## src/hdl/rv_core_pkg.sv

```systemverilog
package rv_core_pkg;

	// data and address width
	localparam int XLEN       = 32;
	// register index width
	localparam int REG_ADDR_W = 5;

	// major opcodes of the kept subset
	typedef enum logic [6:0] {
		OPC_OP     = 7'b0110011,
		OPC_OP_IMM = 7'b0010011,
		OPC_LUI    = 7'b0110111,
		OPC_LOAD   = 7'b0000011,
		OPC_STORE  = 7'b0100011,
		OPC_BRANCH = 7'b1100011,
		OPC_JAL    = 7'b1101111,
		OPC_SYSTEM = 7'b1110011
	} opcode_e;

	// alu operations
	typedef enum logic [3:0] {
		ALU_ADD,
		ALU_SUB,
		ALU_AND,
		ALU_OR,
		ALU_XOR,
		ALU_SLT,
		ALU_SLL,
		ALU_SRL,
		ALU_PASS_B
	} alu_op_e;

	// instruction sequencing states
	typedef enum logic [2:0] {
		ST_FETCH,
		ST_EXECUTE,
		ST_MEM,
		ST_HALT,
		ST_FAULT
	} core_state_e;

	// decoded instruction
	typedef struct packed {
		alu_op_e               alu_op;
		logic [REG_ADDR_W-1:0] rd;
		logic [REG_ADDR_W-1:0] rs1;
		logic [REG_ADDR_W-1:0] rs2;
		logic [XLEN-1:0]       imm;
		// operand b from imm instead of rs2
		logic                  use_imm;
		// rd written at the end of execute
		logic                  reg_write;
		logic                  is_load;
		logic                  is_store;
		logic                  is_branch;
		// bne when set, beq otherwise
		logic                  branch_ne;
		logic                  is_jal;
		logic                  is_ebreak;
		logic                  illegal;
	} decode_t;

	// fetch port request
	typedef struct packed {
		logic            valid;
		logic [XLEN-1:0] addr;
	} fetch_req_t;

	// data port request
	typedef struct packed {
		logic            valid;
		logic            we;
		logic [XLEN-1:0] addr;
		logic [XLEN-1:0] wdata;
	} mem_req_t;

	// response, shared by both ports
	typedef struct packed {
		logic            ready;
		logic [XLEN-1:0] rdata;
	} mem_rsp_t;

endpackage
```

## src/hdl/rv_core_top.sv

```systemverilog
`timescale 1ns/100ps

module rv_core_top #(
	parameter logic [rv_core_pkg::XLEN-1:0] RESET_PC    = '0,
	parameter int                           BUS_TIMEOUT = 16
) (
	input  logic                    clock,
	input  logic                    rst_n_i,
	input  rv_core_pkg::mem_rsp_t   imem_rsp_i,
	input  rv_core_pkg::mem_rsp_t   dmem_rsp_i,
	output rv_core_pkg::fetch_req_t imem_req_o,
	output rv_core_pkg::mem_req_t   dmem_req_o,
	output logic                    halted_o,
	output logic                    fault_o
);

	// sequencing enables
	logic fetch_en;
	logic exec_en;
	logic mem_en;
	logic load_wb_en;
	// handshake completion
	logic fetch_done;
	logic mem_done;
	// bus watchdog
	logic waiting;
	logic timeout;

	logic [rv_core_pkg::XLEN-1:0] instr;
	rv_core_pkg::decode_t         dec;

	rv_control_fsm u_rv_control_fsm (
		.clock        (clock),
		.rst_n_i      (rst_n_i),
		.dec_i        (dec),
		.fetch_done_i (fetch_done),
		.mem_done_i   (mem_done),
		.timeout_i    (timeout),
		.fetch_en_o   (fetch_en),
		.exec_en_o    (exec_en),
		.mem_en_o     (mem_en),
		.load_wb_en_o (load_wb_en),
		.waiting_o    (waiting),
		.halted_o     (halted_o),
		.fault_o      (fault_o)
	);

	rv_bus_timer #(
		.BUS_TIMEOUT (BUS_TIMEOUT)
	) u_rv_bus_timer (
		.clock     (clock),
		.rst_n_i   (rst_n_i),
		.waiting_i (waiting),
		.timeout_o (timeout)
	);

	rv_decoder u_rv_decoder (
		.instr_i (instr),
		.dec_o   (dec)
	);

	rv_datapath #(
		.RESET_PC (RESET_PC)
	) u_rv_datapath (
		.clock        (clock),
		.rst_n_i      (rst_n_i),
		.dec_i        (dec),
		.fetch_en_i   (fetch_en),
		.exec_en_i    (exec_en),
		.mem_en_i     (mem_en),
		.load_wb_en_i (load_wb_en),
		.imem_rsp_i   (imem_rsp_i),
		.dmem_rsp_i   (dmem_rsp_i),
		.instr_o      (instr),
		.fetch_done_o (fetch_done),
		.mem_done_o   (mem_done),
		.imem_req_o   (imem_req_o),
		.dmem_req_o   (dmem_req_o)
	);

endmodule

```

## src/hdl/rv_datapath.sv

```systemverilog
`timescale 1ns/100ps

module rv_datapath #(
	parameter logic [rv_core_pkg::XLEN-1:0] RESET_PC = '0
) (
	input  logic                         clock,
	input  logic                         rst_n_i,
	input  rv_core_pkg::decode_t         dec_i,
	input  logic                         fetch_en_i,
	input  logic                         exec_en_i,
	input  logic                         mem_en_i,
	input  logic                         load_wb_en_i,
	input  rv_core_pkg::mem_rsp_t        imem_rsp_i,
	input  rv_core_pkg::mem_rsp_t        dmem_rsp_i,
	output logic [rv_core_pkg::XLEN-1:0] instr_o,
	output logic                         fetch_done_o,
	output logic                         mem_done_o,
	output rv_core_pkg::fetch_req_t      imem_req_o,
	output rv_core_pkg::mem_req_t        dmem_req_o
);

	logic [rv_core_pkg::XLEN-1:0] pc_q;
	logic [rv_core_pkg::XLEN-1:0] instr_q;
	logic [rv_core_pkg::XLEN-1:0] mem_addr_q;
	logic [rv_core_pkg::XLEN-1:0] mem_wdata_q;
	logic [rv_core_pkg::XLEN-1:0] rs1_data;
	logic [rv_core_pkg::XLEN-1:0] rs2_data;
	logic [rv_core_pkg::XLEN-1:0] alu_b;
	logic [rv_core_pkg::XLEN-1:0] alu_y;
	logic [rv_core_pkg::XLEN-1:0] pc_plus4;
	logic [rv_core_pkg::XLEN-1:0] pc_next;
	logic [rv_core_pkg::XLEN-1:0] rf_wdata;
	logic                         rf_we;
	logic                         branch_taken;

	// pc moves only at the end of execute
	always_ff @(posedge clock or negedge rst_n_i) begin
		if (!rst_n_i) begin
			pc_q <= RESET_PC;
		end else if (exec_en_i) begin
			pc_q <= pc_next;
		end
	end

	// fetched word taken with ready
	always_ff @(posedge clock) begin
		if (fetch_en_i && imem_rsp_i.ready) begin
			instr_q <= imem_rsp_i.rdata;
		end
	end

	// data request fields, held stable through mem
	always_ff @(posedge clock) begin
		if (exec_en_i) begin
			mem_addr_q  <= alu_y;
			mem_wdata_q <= rs2_data;
		end
	end

	rv_regfile u_rv_regfile (
		.clock    (clock),
		.rst_n_i  (rst_n_i),
		.we_i     (rf_we),
		.waddr_i  (dec_i.rd),
		.wdata_i  (rf_wdata),
		.raddr1_i (dec_i.rs1),
		.raddr2_i (dec_i.rs2),
		.rdata1_o (rs1_data),
		.rdata2_o (rs2_data)
	);

	// operand b is imm or rs2
	assign alu_b = dec_i.use_imm ? dec_i.imm : rs2_data;

	rv_alu u_rv_alu (
		.op_i (dec_i.alu_op),
		.a_i  (rs1_data),
		.b_i  (alu_b),
		.y_o  (alu_y)
	);

	// branch compares through sub, zero means equal
	assign branch_taken = dec_i.is_branch && ((alu_y == '0) ^ dec_i.branch_ne);

	assign pc_plus4 = pc_q + 32'd4;
	// both jal and branch targets are pc relative
	assign pc_next  = (dec_i.is_jal || branch_taken) ? pc_q + dec_i.imm : pc_plus4;

	// execute writes alu or link, mem writes load data
	assign rf_we    = (exec_en_i && dec_i.reg_write) || load_wb_en_i;
	assign rf_wdata = load_wb_en_i ? dmem_rsp_i.rdata :
		(dec_i.is_jal ? pc_plus4 : alu_y);

	assign imem_req_o.valid = fetch_en_i;
	assign imem_req_o.addr  = pc_q;
	assign fetch_done_o     = imem_rsp_i.ready;

	assign dmem_req_o.valid = mem_en_i;
	// decode stays valid in mem, instr_q is untouched until the next fetch
	assign dmem_req_o.we    = dec_i.is_store;
	assign dmem_req_o.addr  = mem_addr_q;
	assign dmem_req_o.wdata = mem_wdata_q;
	assign mem_done_o       = dmem_rsp_i.ready;

	assign instr_o = instr_q;

endmodule

```

## src/hdl/rv_control_fsm.sv

```systemverilog
`timescale 1ns/100ps

module rv_control_fsm (
	input  logic                 clock,
	input  logic                 rst_n_i,
	input  rv_core_pkg::decode_t dec_i,
	input  logic                 fetch_done_i,
	input  logic                 mem_done_i,
	input  logic                 timeout_i,
	output logic                 fetch_en_o,
	output logic                 exec_en_o,
	output logic                 mem_en_o,
	output logic                 load_wb_en_o,
	output logic                 waiting_o,
	output logic                 halted_o,
	output logic                 fault_o
);

	rv_core_pkg::core_state_e state_q;
	rv_core_pkg::core_state_e state_d;

	// state register, reset lands straight in fetch
	always_ff @(posedge clock or negedge rst_n_i) begin
		if (!rst_n_i) begin
			state_q <= rv_core_pkg::ST_FETCH;
		end else begin
			state_q <= state_d;
		end
	end

	always_comb begin
		state_d = state_q;
		case (state_q)
			rv_core_pkg::ST_FETCH: begin
				// stuck bus wins over a late answer
				if (timeout_i) begin
					state_d = rv_core_pkg::ST_FAULT;
				end else if (fetch_done_i) begin
					state_d = rv_core_pkg::ST_EXECUTE;
				end
			end
			rv_core_pkg::ST_EXECUTE: begin
				// single cycle, decide where the instruction goes next
				if (dec_i.illegal) begin
					state_d = rv_core_pkg::ST_FAULT;
				end else if (dec_i.is_ebreak) begin
					state_d = rv_core_pkg::ST_HALT;
				end else if (dec_i.is_load || dec_i.is_store) begin
					state_d = rv_core_pkg::ST_MEM;
				end else begin
					state_d = rv_core_pkg::ST_FETCH;
				end
			end
			rv_core_pkg::ST_MEM: begin
				if (timeout_i) begin
					state_d = rv_core_pkg::ST_FAULT;
				end else if (mem_done_i) begin
					state_d = rv_core_pkg::ST_FETCH;
				end
			end
			// halt and fault hold until reset
			default: begin
				state_d = state_q;
			end
		endcase
	end

	// enables straight from the state
	assign fetch_en_o = (state_q == rv_core_pkg::ST_FETCH);
	assign exec_en_o  = (state_q == rv_core_pkg::ST_EXECUTE);
	assign mem_en_o   = (state_q == rv_core_pkg::ST_MEM);

	// load data written back in the completing cycle
	assign load_wb_en_o = mem_en_o && mem_done_i && dec_i.is_load;

	// outstanding request not answered this cycle
	// low on completion so the timer restarts for the next request
	assign waiting_o = (fetch_en_o && !fetch_done_i) || (mem_en_o && !mem_done_i);

	assign halted_o = (state_q == rv_core_pkg::ST_HALT);
	assign fault_o  = (state_q == rv_core_pkg::ST_FAULT);

endmodule

```

## src/hdl/rv_bus_timer.sv

```systemverilog
`timescale 1ns/100ps

module rv_bus_timer #(
	parameter int BUS_TIMEOUT = 16
) (
	input  logic clock,
	input  logic rst_n_i,
	input  logic waiting_i,
	output logic timeout_o
);

	// wide enough to hold BUS_TIMEOUT - 1
	localparam int CNT_W = $clog2(BUS_TIMEOUT + 1);

	logic [CNT_W-1:0] wait_cnt_q;

	// counts consecutive unanswered cycles
	always_ff @(posedge clock or negedge rst_n_i) begin
		if (!rst_n_i) begin
			wait_cnt_q <= '0;
		end else if (!waiting_i) begin
			wait_cnt_q <= '0;
		end else begin
			wait_cnt_q <= wait_cnt_q + 1'b1;
		end
	end

	// fires in the last allowed wait cycle, fsm faults on the next edge
	assign timeout_o = waiting_i && (wait_cnt_q == CNT_W'(BUS_TIMEOUT - 1));

endmodule

```

## src/hdl/rv_decoder.sv

```systemverilog
`timescale 1ns/100ps

module rv_decoder (
	input  logic [rv_core_pkg::XLEN-1:0] instr_i,
	output rv_core_pkg::decode_t         dec_o
);

	logic [6:0]                   opcode;
	logic [2:0]                   funct3;
	logic [6:0]                   funct7;
	logic [rv_core_pkg::XLEN-1:0] imm_i_type;
	logic [rv_core_pkg::XLEN-1:0] imm_s_type;
	logic [rv_core_pkg::XLEN-1:0] imm_b_type;
	logic [rv_core_pkg::XLEN-1:0] imm_u_type;
	logic [rv_core_pkg::XLEN-1:0] imm_j_type;

	assign opcode = instr_i[6:0];
	assign funct3 = instr_i[14:12];
	assign funct7 = instr_i[31:25];

	// sign extended immediates, one per format
	assign imm_i_type = {{20{instr_i[31]}}, instr_i[31:20]};
	assign imm_s_type = {{20{instr_i[31]}}, instr_i[31:25], instr_i[11:7]};
	assign imm_b_type = {{19{instr_i[31]}}, instr_i[31], instr_i[7], instr_i[30:25],
		instr_i[11:8], 1'b0};
	assign imm_u_type = {instr_i[31:12], 12'b0};
	assign imm_j_type = {{11{instr_i[31]}}, instr_i[31], instr_i[19:12], instr_i[20],
		instr_i[30:21], 1'b0};

	always_comb begin
		dec_o        = '0;
		dec_o.alu_op = rv_core_pkg::ALU_ADD;
		// register fields sit at fixed positions
		dec_o.rd     = instr_i[11:7];
		dec_o.rs1    = instr_i[19:15];
		dec_o.rs2    = instr_i[24:20];
		case (opcode)
			rv_core_pkg::OPC_OP: begin
				dec_o.reg_write = 1'b1;
				case ({funct7, funct3})
					{7'h00, 3'b000}: dec_o.alu_op = rv_core_pkg::ALU_ADD;
					{7'h20, 3'b000}: dec_o.alu_op = rv_core_pkg::ALU_SUB;
					{7'h00, 3'b111}: dec_o.alu_op = rv_core_pkg::ALU_AND;
					{7'h00, 3'b110}: dec_o.alu_op = rv_core_pkg::ALU_OR;
					{7'h00, 3'b100}: dec_o.alu_op = rv_core_pkg::ALU_XOR;
					{7'h00, 3'b010}: dec_o.alu_op = rv_core_pkg::ALU_SLT;
					{7'h00, 3'b001}: dec_o.alu_op = rv_core_pkg::ALU_SLL;
					{7'h00, 3'b101}: dec_o.alu_op = rv_core_pkg::ALU_SRL;
					default: begin
						dec_o.reg_write = 1'b0;
						dec_o.illegal   = 1'b1;
					end
				endcase
			end
			rv_core_pkg::OPC_OP_IMM: begin
				dec_o.use_imm   = 1'b1;
				dec_o.reg_write = 1'b1;
				dec_o.imm       = imm_i_type;
				// immediate shifts are outside the subset
				case (funct3)
					3'b000: dec_o.alu_op = rv_core_pkg::ALU_ADD;
					3'b111: dec_o.alu_op = rv_core_pkg::ALU_AND;
					3'b110: dec_o.alu_op = rv_core_pkg::ALU_OR;
					3'b100: dec_o.alu_op = rv_core_pkg::ALU_XOR;
					3'b010: dec_o.alu_op = rv_core_pkg::ALU_SLT;
					default: begin
						dec_o.reg_write = 1'b0;
						dec_o.illegal   = 1'b1;
					end
				endcase
			end
			rv_core_pkg::OPC_LUI: begin
				dec_o.alu_op    = rv_core_pkg::ALU_PASS_B;
				dec_o.use_imm   = 1'b1;
				dec_o.reg_write = 1'b1;
				dec_o.imm       = imm_u_type;
			end
			rv_core_pkg::OPC_LOAD: begin
				// word only, address is rs1 + imm
				dec_o.use_imm = 1'b1;
				dec_o.imm     = imm_i_type;
				dec_o.is_load = (funct3 == 3'b010);
				dec_o.illegal = (funct3 != 3'b010);
			end
			rv_core_pkg::OPC_STORE: begin
				dec_o.use_imm  = 1'b1;
				dec_o.imm      = imm_s_type;
				dec_o.is_store = (funct3 == 3'b010);
				dec_o.illegal  = (funct3 != 3'b010);
			end
			rv_core_pkg::OPC_BRANCH: begin
				// equality via rs1 - rs2 in the alu
				dec_o.alu_op    = rv_core_pkg::ALU_SUB;
				dec_o.imm       = imm_b_type;
				dec_o.is_branch = (funct3 == 3'b000) || (funct3 == 3'b001);
				dec_o.branch_ne = (funct3 == 3'b001);
				dec_o.illegal   = !dec_o.is_branch;
			end
			rv_core_pkg::OPC_JAL: begin
				dec_o.reg_write = 1'b1;
				dec_o.is_jal    = 1'b1;
				dec_o.imm       = imm_j_type;
			end
			rv_core_pkg::OPC_SYSTEM: begin
				// ebreak is the only system instruction kept
				dec_o.is_ebreak = (instr_i == 32'h0010_0073);
				dec_o.illegal   = (instr_i != 32'h0010_0073);
			end
			default: begin
				dec_o.illegal = 1'b1;
			end
		endcase
	end

endmodule

```

## src/hdl/rv_regfile.sv

```systemverilog
`timescale 1ns/100ps

module rv_regfile (
	input  logic                               clock,
	input  logic                               rst_n_i,
	input  logic                               we_i,
	input  logic [rv_core_pkg::REG_ADDR_W-1:0] waddr_i,
	input  logic [rv_core_pkg::XLEN-1:0]       wdata_i,
	input  logic [rv_core_pkg::REG_ADDR_W-1:0] raddr1_i,
	input  logic [rv_core_pkg::REG_ADDR_W-1:0] raddr2_i,
	output logic [rv_core_pkg::XLEN-1:0]       rdata1_o,
	output logic [rv_core_pkg::XLEN-1:0]       rdata2_o
);

	logic [rv_core_pkg::XLEN-1:0] regs_q [2**rv_core_pkg::REG_ADDR_W];

	// single write port, x0 never written
	always_ff @(posedge clock or negedge rst_n_i) begin
		if (!rst_n_i) begin
			for (int i = 0; i < 2**rv_core_pkg::REG_ADDR_W; i++) begin
				regs_q[i] <= '0;
			end
		end else if (we_i && (waddr_i != '0)) begin
			regs_q[waddr_i] <= wdata_i;
		end
	end

	// asynchronous reads, x0 forced to zero
	assign rdata1_o = (raddr1_i == '0) ? '0 : regs_q[raddr1_i];
	assign rdata2_o = (raddr2_i == '0) ? '0 : regs_q[raddr2_i];

endmodule

```

## src/hdl/rv_alu.sv

```systemverilog
`timescale 1ns/100ps

module rv_alu (
	input  rv_core_pkg::alu_op_e         op_i,
	input  logic [rv_core_pkg::XLEN-1:0] a_i,
	input  logic [rv_core_pkg::XLEN-1:0] b_i,
	output logic [rv_core_pkg::XLEN-1:0] y_o
);

	// shift amount from the low five bits
	logic [4:0] shamt;

	assign shamt = b_i[4:0];

	always_comb begin
		case (op_i)
			rv_core_pkg::ALU_ADD:    y_o = a_i + b_i;
			rv_core_pkg::ALU_SUB:    y_o = a_i - b_i;
			rv_core_pkg::ALU_AND:    y_o = a_i & b_i;
			rv_core_pkg::ALU_OR:     y_o = a_i | b_i;
			rv_core_pkg::ALU_XOR:    y_o = a_i ^ b_i;
			// signed compare, result is 0 or 1
			rv_core_pkg::ALU_SLT:    y_o = {{(rv_core_pkg::XLEN-1){1'b0}},
				($signed(a_i) < $signed(b_i))};
			rv_core_pkg::ALU_SLL:    y_o = a_i << shamt;
			rv_core_pkg::ALU_SRL:    y_o = a_i >> shamt;
			// lui passes the upper immediate through
			rv_core_pkg::ALU_PASS_B: y_o = b_i;
			default:                 y_o = '0;
		endcase
	end

endmodule

```

## config.mk

```make
export PLATFORM = sky130hd
export DESIGN_NAME = rv_core_top
export DESIGN_NICKNAME = d
export VERILOG_FILES = /design/src/hdl/rv_core_pkg.sv /design/src/hdl/rv_core_top.sv /design/src/hdl/rv_datapath.sv /design/src/hdl/rv_control_fsm.sv /design/src/hdl/rv_bus_timer.sv /design/src/hdl/rv_decoder.sv /design/src/hdl/rv_regfile.sv /design/src/hdl/rv_alu.sv
export SDC_FILE = /design/constraint.sdc
export NUM_CORES = 2
export LEC_CHECK = 0
export ABC_CLOCK_PERIOD_IN_PS = 7700
export BUFFER_PORTS_ARGS = -buffer_cell sky130_fd_sc_hd__buf_2
export CORE_MARGIN = 2
export CORE_UTILIZATION = 52
export DETAILED_ROUTE_END_ITERATION = 7
export MAX_ROUTING_LAYER = met4
export PLACE_DENSITY_LB_ADDON = 0.2
export SETUP_SLACK_MARGIN = 0.15
export SYNTH_ARGS = -nofsm -noshare
export SYNTH_HDL_FRONTEND = slang
export SYNTH_SLANG_ARGS = --single-unit
export TNS_END_PERCENT = 1
```

## constraint.sdc

```tcl
create_clock -name clock -period 7.7 [get_ports clock]
set_input_delay 1.54 -clock clock [delete_from_list [all_inputs] [get_ports clock]]
set_output_delay 1.54 -clock clock [all_outputs]
set_load 0.01 [all_outputs]
```

# Yosys cells after proc, flatten, opt, wreduce, memory -nomap -nowiden
# Index checks and enable logic that the tools add are counted.
# totals
word_cells,170
inputBits,68
reg_bits,1160
n_memories,0
mem_bits_rw,0
output_inout_bits,101
latch_bits,0
romBits,0
# classes
bitwise,7
n_mux,41
n_lt_le_gt_ge,5
reduce_logical,34
n_addsub,5
mul,0
n_shift,2
eq_ne,38
div_mod_pow,0
# op_table
cell,n
1024-bit bitwise mux,1
32-bit 2-to-1 mux,11
32-bit binary-select mux with 5-bit select,2
32-bit one-hot mux with 9 select lines,1
32-bit demux with 5-bit select,1
32-bit one-hot mux with 5 select lines,1
32-bit adder,2
10-bit by 3-bit == test with 1-bit output (second input constant),4
32-bit by 3-bit adder with 32-bit output (second input constant),1
32-bit AND,1
32-bit by 21-bit == test with 1-bit output (second input constant),1
32-bit zero test,1
32-bit less-than comparator,1
32-bit by 21-bit != test with 1-bit output (second input constant),1
32-bit OR,1
32-bit by 5-bit << shifter with 32-bit output,1
32-bit by 5-bit right shift with 32-bit output,1
32-bit subtractor,1
32-bit XOR,1
7-bit by 6-bit == test with 1-bit output (second input constant),3
7-bit == test (second input constant),3
3-bit one-hot mux with 7 select lines,1
6-bit >= comparator (second input constant),3
3-bit 2-to-1 mux,6
other kinds (41),82

# Logic depth before layout (Yosys ltp)
# depth
depth_word,13
mapped_depth,33
ltp_nobuf,27

# Cells and area by module
# A second synthesis with hierarchy kept.
# hier_totals
hier_cells,5823
area_unflattened_um2,71917.7
# by_module_without_submodules
module,area_per_inst_um2,n_inst,seq_area_each_um2,cells_per_inst
rv_regfile,54389.7,1,25624.6,3623
rv_alu,8301.7,1,0.0,1232
rv_datapath,7759.9,1,3683.5,775
rv_decoder,1029.7,1,0.0,149
rv_bus_timer,231.5,1,125.1,19
rv_control_fsm,205.2,1,75.1,25

# Worst setup path before layout
# Ideal clock, no wire load.
# synth_path
kind,flip-flop to flip-flop
from,register u_rv_datapath.instr_q (netlist bit u_rv_datapath.instr_o[20])
to,register u_rv_datapath.pc_q[12] (netlist name)
slack_ns,-0.126
arrival_time_ns,7.566
required_time_ns,7.440
synth_period_minus_slack_ns,7.826
setup_time_ns,0.260
stages_incl_launch_ff,31
n_path_buf,8
path_cell_list,edfxtp_1 buf_2 buf_6 buf_4 buf_2 buf_1 buf_1 mux4_2 mux4_2 a22oi_1 a21oi_1 ha_1 clkbuf_1 nor2b_1 o211ai_1 nand3_1 a31o_2 nand4b_1 a31oi_1 a31o_2 o41ai_1 nor2_1 o221ai_1 mux2i_1 o211ai_1 or4_1 or3_4 nand3_4 buf_6 mux2i_1 a22oi_1
# synth_via
elab_chain_len,13
elab_cells_between_ends,23
classes_between,add/sub (3); order compare (1); shift (2); mux (8); bitwise (5); reduce/logical (4)
# synth_lines
item,line,rtl
start: declaration,rv_datapath.sv:23,logic [rv_core_pkg::XLEN-1:0] instr_q;
start signal: assignment,rv_datapath.sv:48,instr_q <= imem_rsp_i.rdata;
5-bit NOT with 6-bit output (not written as such),rv_regfile.sv:30,assign rdata2_o = (raddr2_i == '0) ? '0 : regs_q[raddr2_i];
32-bit binary-select mux with 5-bit select,rv_regfile.sv:30,
32-bit 2-to-1 mux (not written as such) (2 in a row),rv_regfile.sv:30,
32-bit 2-to-1 mux,rv_regfile.sv:30,
32-bit 2-to-1 mux *,rv_datapath.sv:73,assign alu_b = dec_i.use_imm ? dec_i.imm : rs2_data;
32-bit subtractor (tied with other cells),rv_alu.sv:18,rv_core_pkg::ALU_SUB: y_o = a_i - b_i;
32-bit one-hot mux with 9 select lines *,rv_alu.sv:16,case (op_i)
via u_rv_datapath.alu_y (one bit),rv_datapath.sv:29,logic [rv_core_pkg::XLEN-1:0] alu_y;
32-bit zero test *,rv_datapath.sv:83,assign branch_taken = dec_i.is_branch && ((alu_y == '0) ^ dec_i.branch_ne);
1-bit XOR *,rv_datapath.sv:83,
1-bit logical AND *,rv_datapath.sv:83,
1-bit logical OR *,rv_datapath.sv:87,assign pc_next = (dec_i.is_jal || branch_taken) ? pc_q + dec_i.imm : pc_plus4;
32-bit 2-to-1 mux *,rv_datapath.sv:87,
end signal: assignment,rv_datapath.sv:41,pc_q <= pc_next;
end: declaration,rv_datapath.sv:22,logic [rv_core_pkg::XLEN-1:0] pc_q;
# The timed path passes the listed nets; every way through them passes the cells marked *. The select of a mux whose other input is x is not followed.
# A chain may end at the register's enable or synchronous reset.

# Worst setup path after layout
# layout_path
from,register u_rv_datapath.instr_q (netlist bit u_rv_datapath.instr_o[20])
to,register u_rv_datapath.pc_q[21] (netlist name)
# layout_via
elab_chain_len,13
elab_cells_between_ends,23
classes_between,add/sub (3); order compare (1); shift (2); mux (8); bitwise (5); reduce/logical (4)
# layout_lines
item,line,rtl
5-bit NOT with 6-bit output (not written as such),rv_regfile.sv:30,
32-bit binary-select mux with 5-bit select,rv_regfile.sv:30,
32-bit 2-to-1 mux (not written as such) (2 in a row),rv_regfile.sv:30,
32-bit 2-to-1 mux *,rv_regfile.sv:30,
via u_rv_datapath.rs2_data (one bit),rv_datapath.sv:27,logic [rv_core_pkg::XLEN-1:0] rs2_data;
32-bit 2-to-1 mux *,rv_datapath.sv:73,
32-bit subtractor or 32-bit adder (tied branches),"rv_alu.sv:18, rv_alu.sv:17",
32-bit one-hot mux with 9 select lines *,rv_alu.sv:16,
via u_rv_datapath.alu_y (one bit),rv_datapath.sv:29,
32-bit zero test *,rv_datapath.sv:83,
1-bit XOR *,rv_datapath.sv:83,
1-bit logical AND *,rv_datapath.sv:83,
1-bit logical OR *,rv_datapath.sv:87,
32-bit 2-to-1 mux *,rv_datapath.sv:87,
# Marked as above.

==> out/summary.txt <==
Outcome = completed
Number of remaining DRC errors = 0
Post-placement cell area = 75100 um2
Die Y = 369 um
Post-Layout Cell Count = 9077
Layout Skew = 0.0508 ns
Setup crit end kind = flip-flop
Antenna-violating nets left = 0
Worst slack, placed = 0.0252 ns
Slew margin rel. = 9.51%
DR pass1 iterations = 8
Depth of the CTS H-tree = 4
Final worst slack = 0.164 ns
P_leak = 0.0359 uW
Final instance area = 80800 um2
Finish-stage setup viols = 0
Congestion Overflow GR = 0
Crit path launch type = flip-flop
Critical Path Fanout Max = 16
Tmin final = 7.54 ns
Slowest-stage cell, CP = mux4_2
DR vias/cell = 6.88
First-pass GRT wire length = 434000 um
Synth area leaders = dfrtp_1 38%, mux4_2 16%, a21oi_1 7.4%
NumNets Final = 7401
Comb pwr share = 1.4%
Final period util = 97.9%
Num CTS Buffers = 130
Post-synthesis cell count = 6920
RSZ-0062 raised after global routing = true
Required time of the critical path = 8.35 ns
Synth-to-Final Area Change = 16.3%
PortBufs = 168
Switching Fraction = 23.0%
Fmax = 133 MHz
Critical setup path kind = flip-flop to flip-flop
Placed Instances = 8769
Number of global-route vias before repair = 59463
Total Wirelength = 310000 um
Routed vias = 62440
Top-count cell post-synth = nor2_1
Hold Path Class = flip-flop to flip-flop
Worst Hold Slack = 0.378 ns
Pint = 9770 uW
Gr usage total = 46.1%
Root Buffer = clkbuf_16
Top cell type's share of synthesized area = 38.3%
FP Rows = 134
Core Area = 133000 um2
Clk slew on worst S/H paths = 0.06 ns
Initial antenna violation count = 16
Post-synth EDFFs = 96
Layout cells sized above 1 = 24.0%
GPL Wtd Cong = 1.11
Worst Tran Pin Value = 1.35 ns
Async SR Flop Fraction = 91.7%
Worst path max stage delay = 0.52 ns
Wire per inst = 34.2 um
Worst-skew pair later-pin latency = 0.80 ns
Pins Over Slew Limit = 0
Top cells by count, synth = 1085 x nor2_1, 1064 x dfrtp_1, 1031 x a21oi_1, 496 x clkbuf_1, 485 x mux4_2
Largest area contributor in the netlist = dfrtp_1
CP most frequent cell = buf_4
Synth Flop Type = dfrtp_1
Seq/Total Area, Yosys = 42.5%
Clock Sink Count = 1160
Pin count of the biggest net entering global routing = 176
Fin. Hold Viols = 0
Yosys warnings = 0
Count of different cell masters after synthesis = 113
CTS tree = done
Clk pwr share = 50.0%
Initial Util = 52.2%
Clock tree buffer depth = 3
Die footprint = 136000 um2
Die Wd = 369 um
Syn Area/Cell = 10.0 um2
Pwr dens = 157 nW/um2
Crit path DAT = 8.19 ns
DP HPWL = 214000 um
Peak supply drop = 0.207 mV
Register share of total power = 48.5%
I/O pin cnt = 169
Psw = 2930 uW
Max-cap viol count = 0
Syn_nets = 7125
DR iter-0 viols = 8658
Seq cells post-synth = 1160
Synth Cell Area = 69500 um2
[cell type report]
type | count | area (um2)
timing repair buffer | 800 | 6710
multi-input combinational | 4951 | 37400
clock buffer | 191 | 3760
inverter | 153 | 583
fill | 11011 | 52200
clock inverter | 40 | 563
sequential | 1160 | 29500
antenna | 14 | 35.0
tap | 1768 | 2210
[sequential cells by signal, indices dropped and copies added (netlist names)]
| name | count |
|---|---|
| u_rv_datapath.instr_o | 32 |
| u_rv_datapath.pc_q | 32 |
| u_rv_datapath.mem_wdata_q | 32 |
| u_rv_datapath.mem_addr_q | 32 |
| u_rv_control_fsm.state_q | 3 |
| u_rv_datapath.u_rv_regfile.regs_q | 1024 |
| u_rv_bus_timer.wait_cnt_q | 5 |
[per-layer routing]
metal  GRT usage, %  wire length, um  part of all wire, %  vias to the layer above
li1               -                -                    -                    25923
met2           66.3           136000                   44                     4255
met1           59.6           116000                   38                    31272
met5              -                0                    0                        -
met3           12.1            36500                   12                      990
met4           25.2            21400                  6.9                        0
[placed cells by master (no fill, tap or decap), types with 33 or more instances in the layout]
master     count
mux2_2        42
xnor2_1       58
inv_1        134
clkbuf_16    144
mux2i_1      224
a211oi_1      34
buf_2        167
o221ai_1      39
buf_4        543
o21ai_0      321
clkbuf_1      35
edfxtp_1      96
a22o_1        41
ha_1         124
nor2_1      1056
nand2_1      458
a21oi_1     1024
o21ai_2       38
mux4_2       485
nor3_1        74
a21o_1        34
nand3_1       84
o22ai_1       49
o211ai_1      33
buf_12        58
dfrtp_1     1064
a22oi_1       96
[power groups by stage]
stage / combinational (uW) / clock [uW] / sequential [uW]
after floorplan: 16.3 / 0 / 6280
after global placement: 181 / 0 / 6270
after detailed placement: 182 / 0 / 6270
after CTS: 183 / 6390 / 6160
after global routing: 202 / 6630 / 6160
final: 180 / 6350 / 6160
[worst paths after layout]
check / startpoint / endpoint / slack [ns] / cells past startpoint
setup / recovery: u_rv_datapath.instr_o[20] / u_rv_datapath.pc_q[21] / 0.16 / 31
hold / removal: u_rv_datapath.u_rv_regfile.regs_q[1006] / u_rv_datapath.u_rv_regfile.regs_q[1006] / 0.38 / 0
setup reg to reg: u_rv_datapath.instr_o[20] / u_rv_datapath.pc_q[21] / 0.16 / 31
hold reg to reg: u_rv_datapath.u_rv_regfile.regs_q[1006] / u_rv_datapath.u_rv_regfile.regs_q[1006] / 0.38 / 0
max in group asynchronous: rst_n_i / u_rv_datapath.u_rv_regfile.regs_q[363] / 5.17 / 3
min in group asynchronous: rst_n_i / u_rv_datapath.pc_q[7] / 0.73 / 1
[cell families after synthesis]
family | share of synthesized area, %
AOI/OAI and AO/OA | 17.3
and+or+nand+nor | 12.1
DFF | 42.5
buffers and inverters | 4.94
muxes | 19.9
adders and majority gates | 2.50
xor gates and xnor gates | 0.870
[worst max-delay path: cells and delay by family (launching register included)]
kind | cells | cell delay [ns]
fa+ha+maj | 1 | 0.35
mux | 3 | 1.33
compound gates | 5 | 1.13
simple gates | 12 | 2.59
buf+inv | 10 | 1.55
flops | 1 | 0.41
[stage by stage]
| step | utilization [%] | total power, uW | setup TNS, ns |
|---|---|---|---|
| detailed placement | 56.5 | 6460 | 0 |
| finish | 60.8 | 12700 | 0 |
| floorplan | - | 6290 | 0 |
| global route | 60.8 | 13000 | 0 |
| CTS | 59.8 | 12700 | 0 |
| global placement | 56.5 | 6460 | -0.0358 |
[what timing repair did]
item                       4_1_cts  5_1_grt
cloned                           0       12
resized for setup               12      125
setup endpoints to repair       28       32
hold buffers                     0        0
setup buffers                    1       50
pin swaps                        2       39
Power figures use the tool's default switching activity.
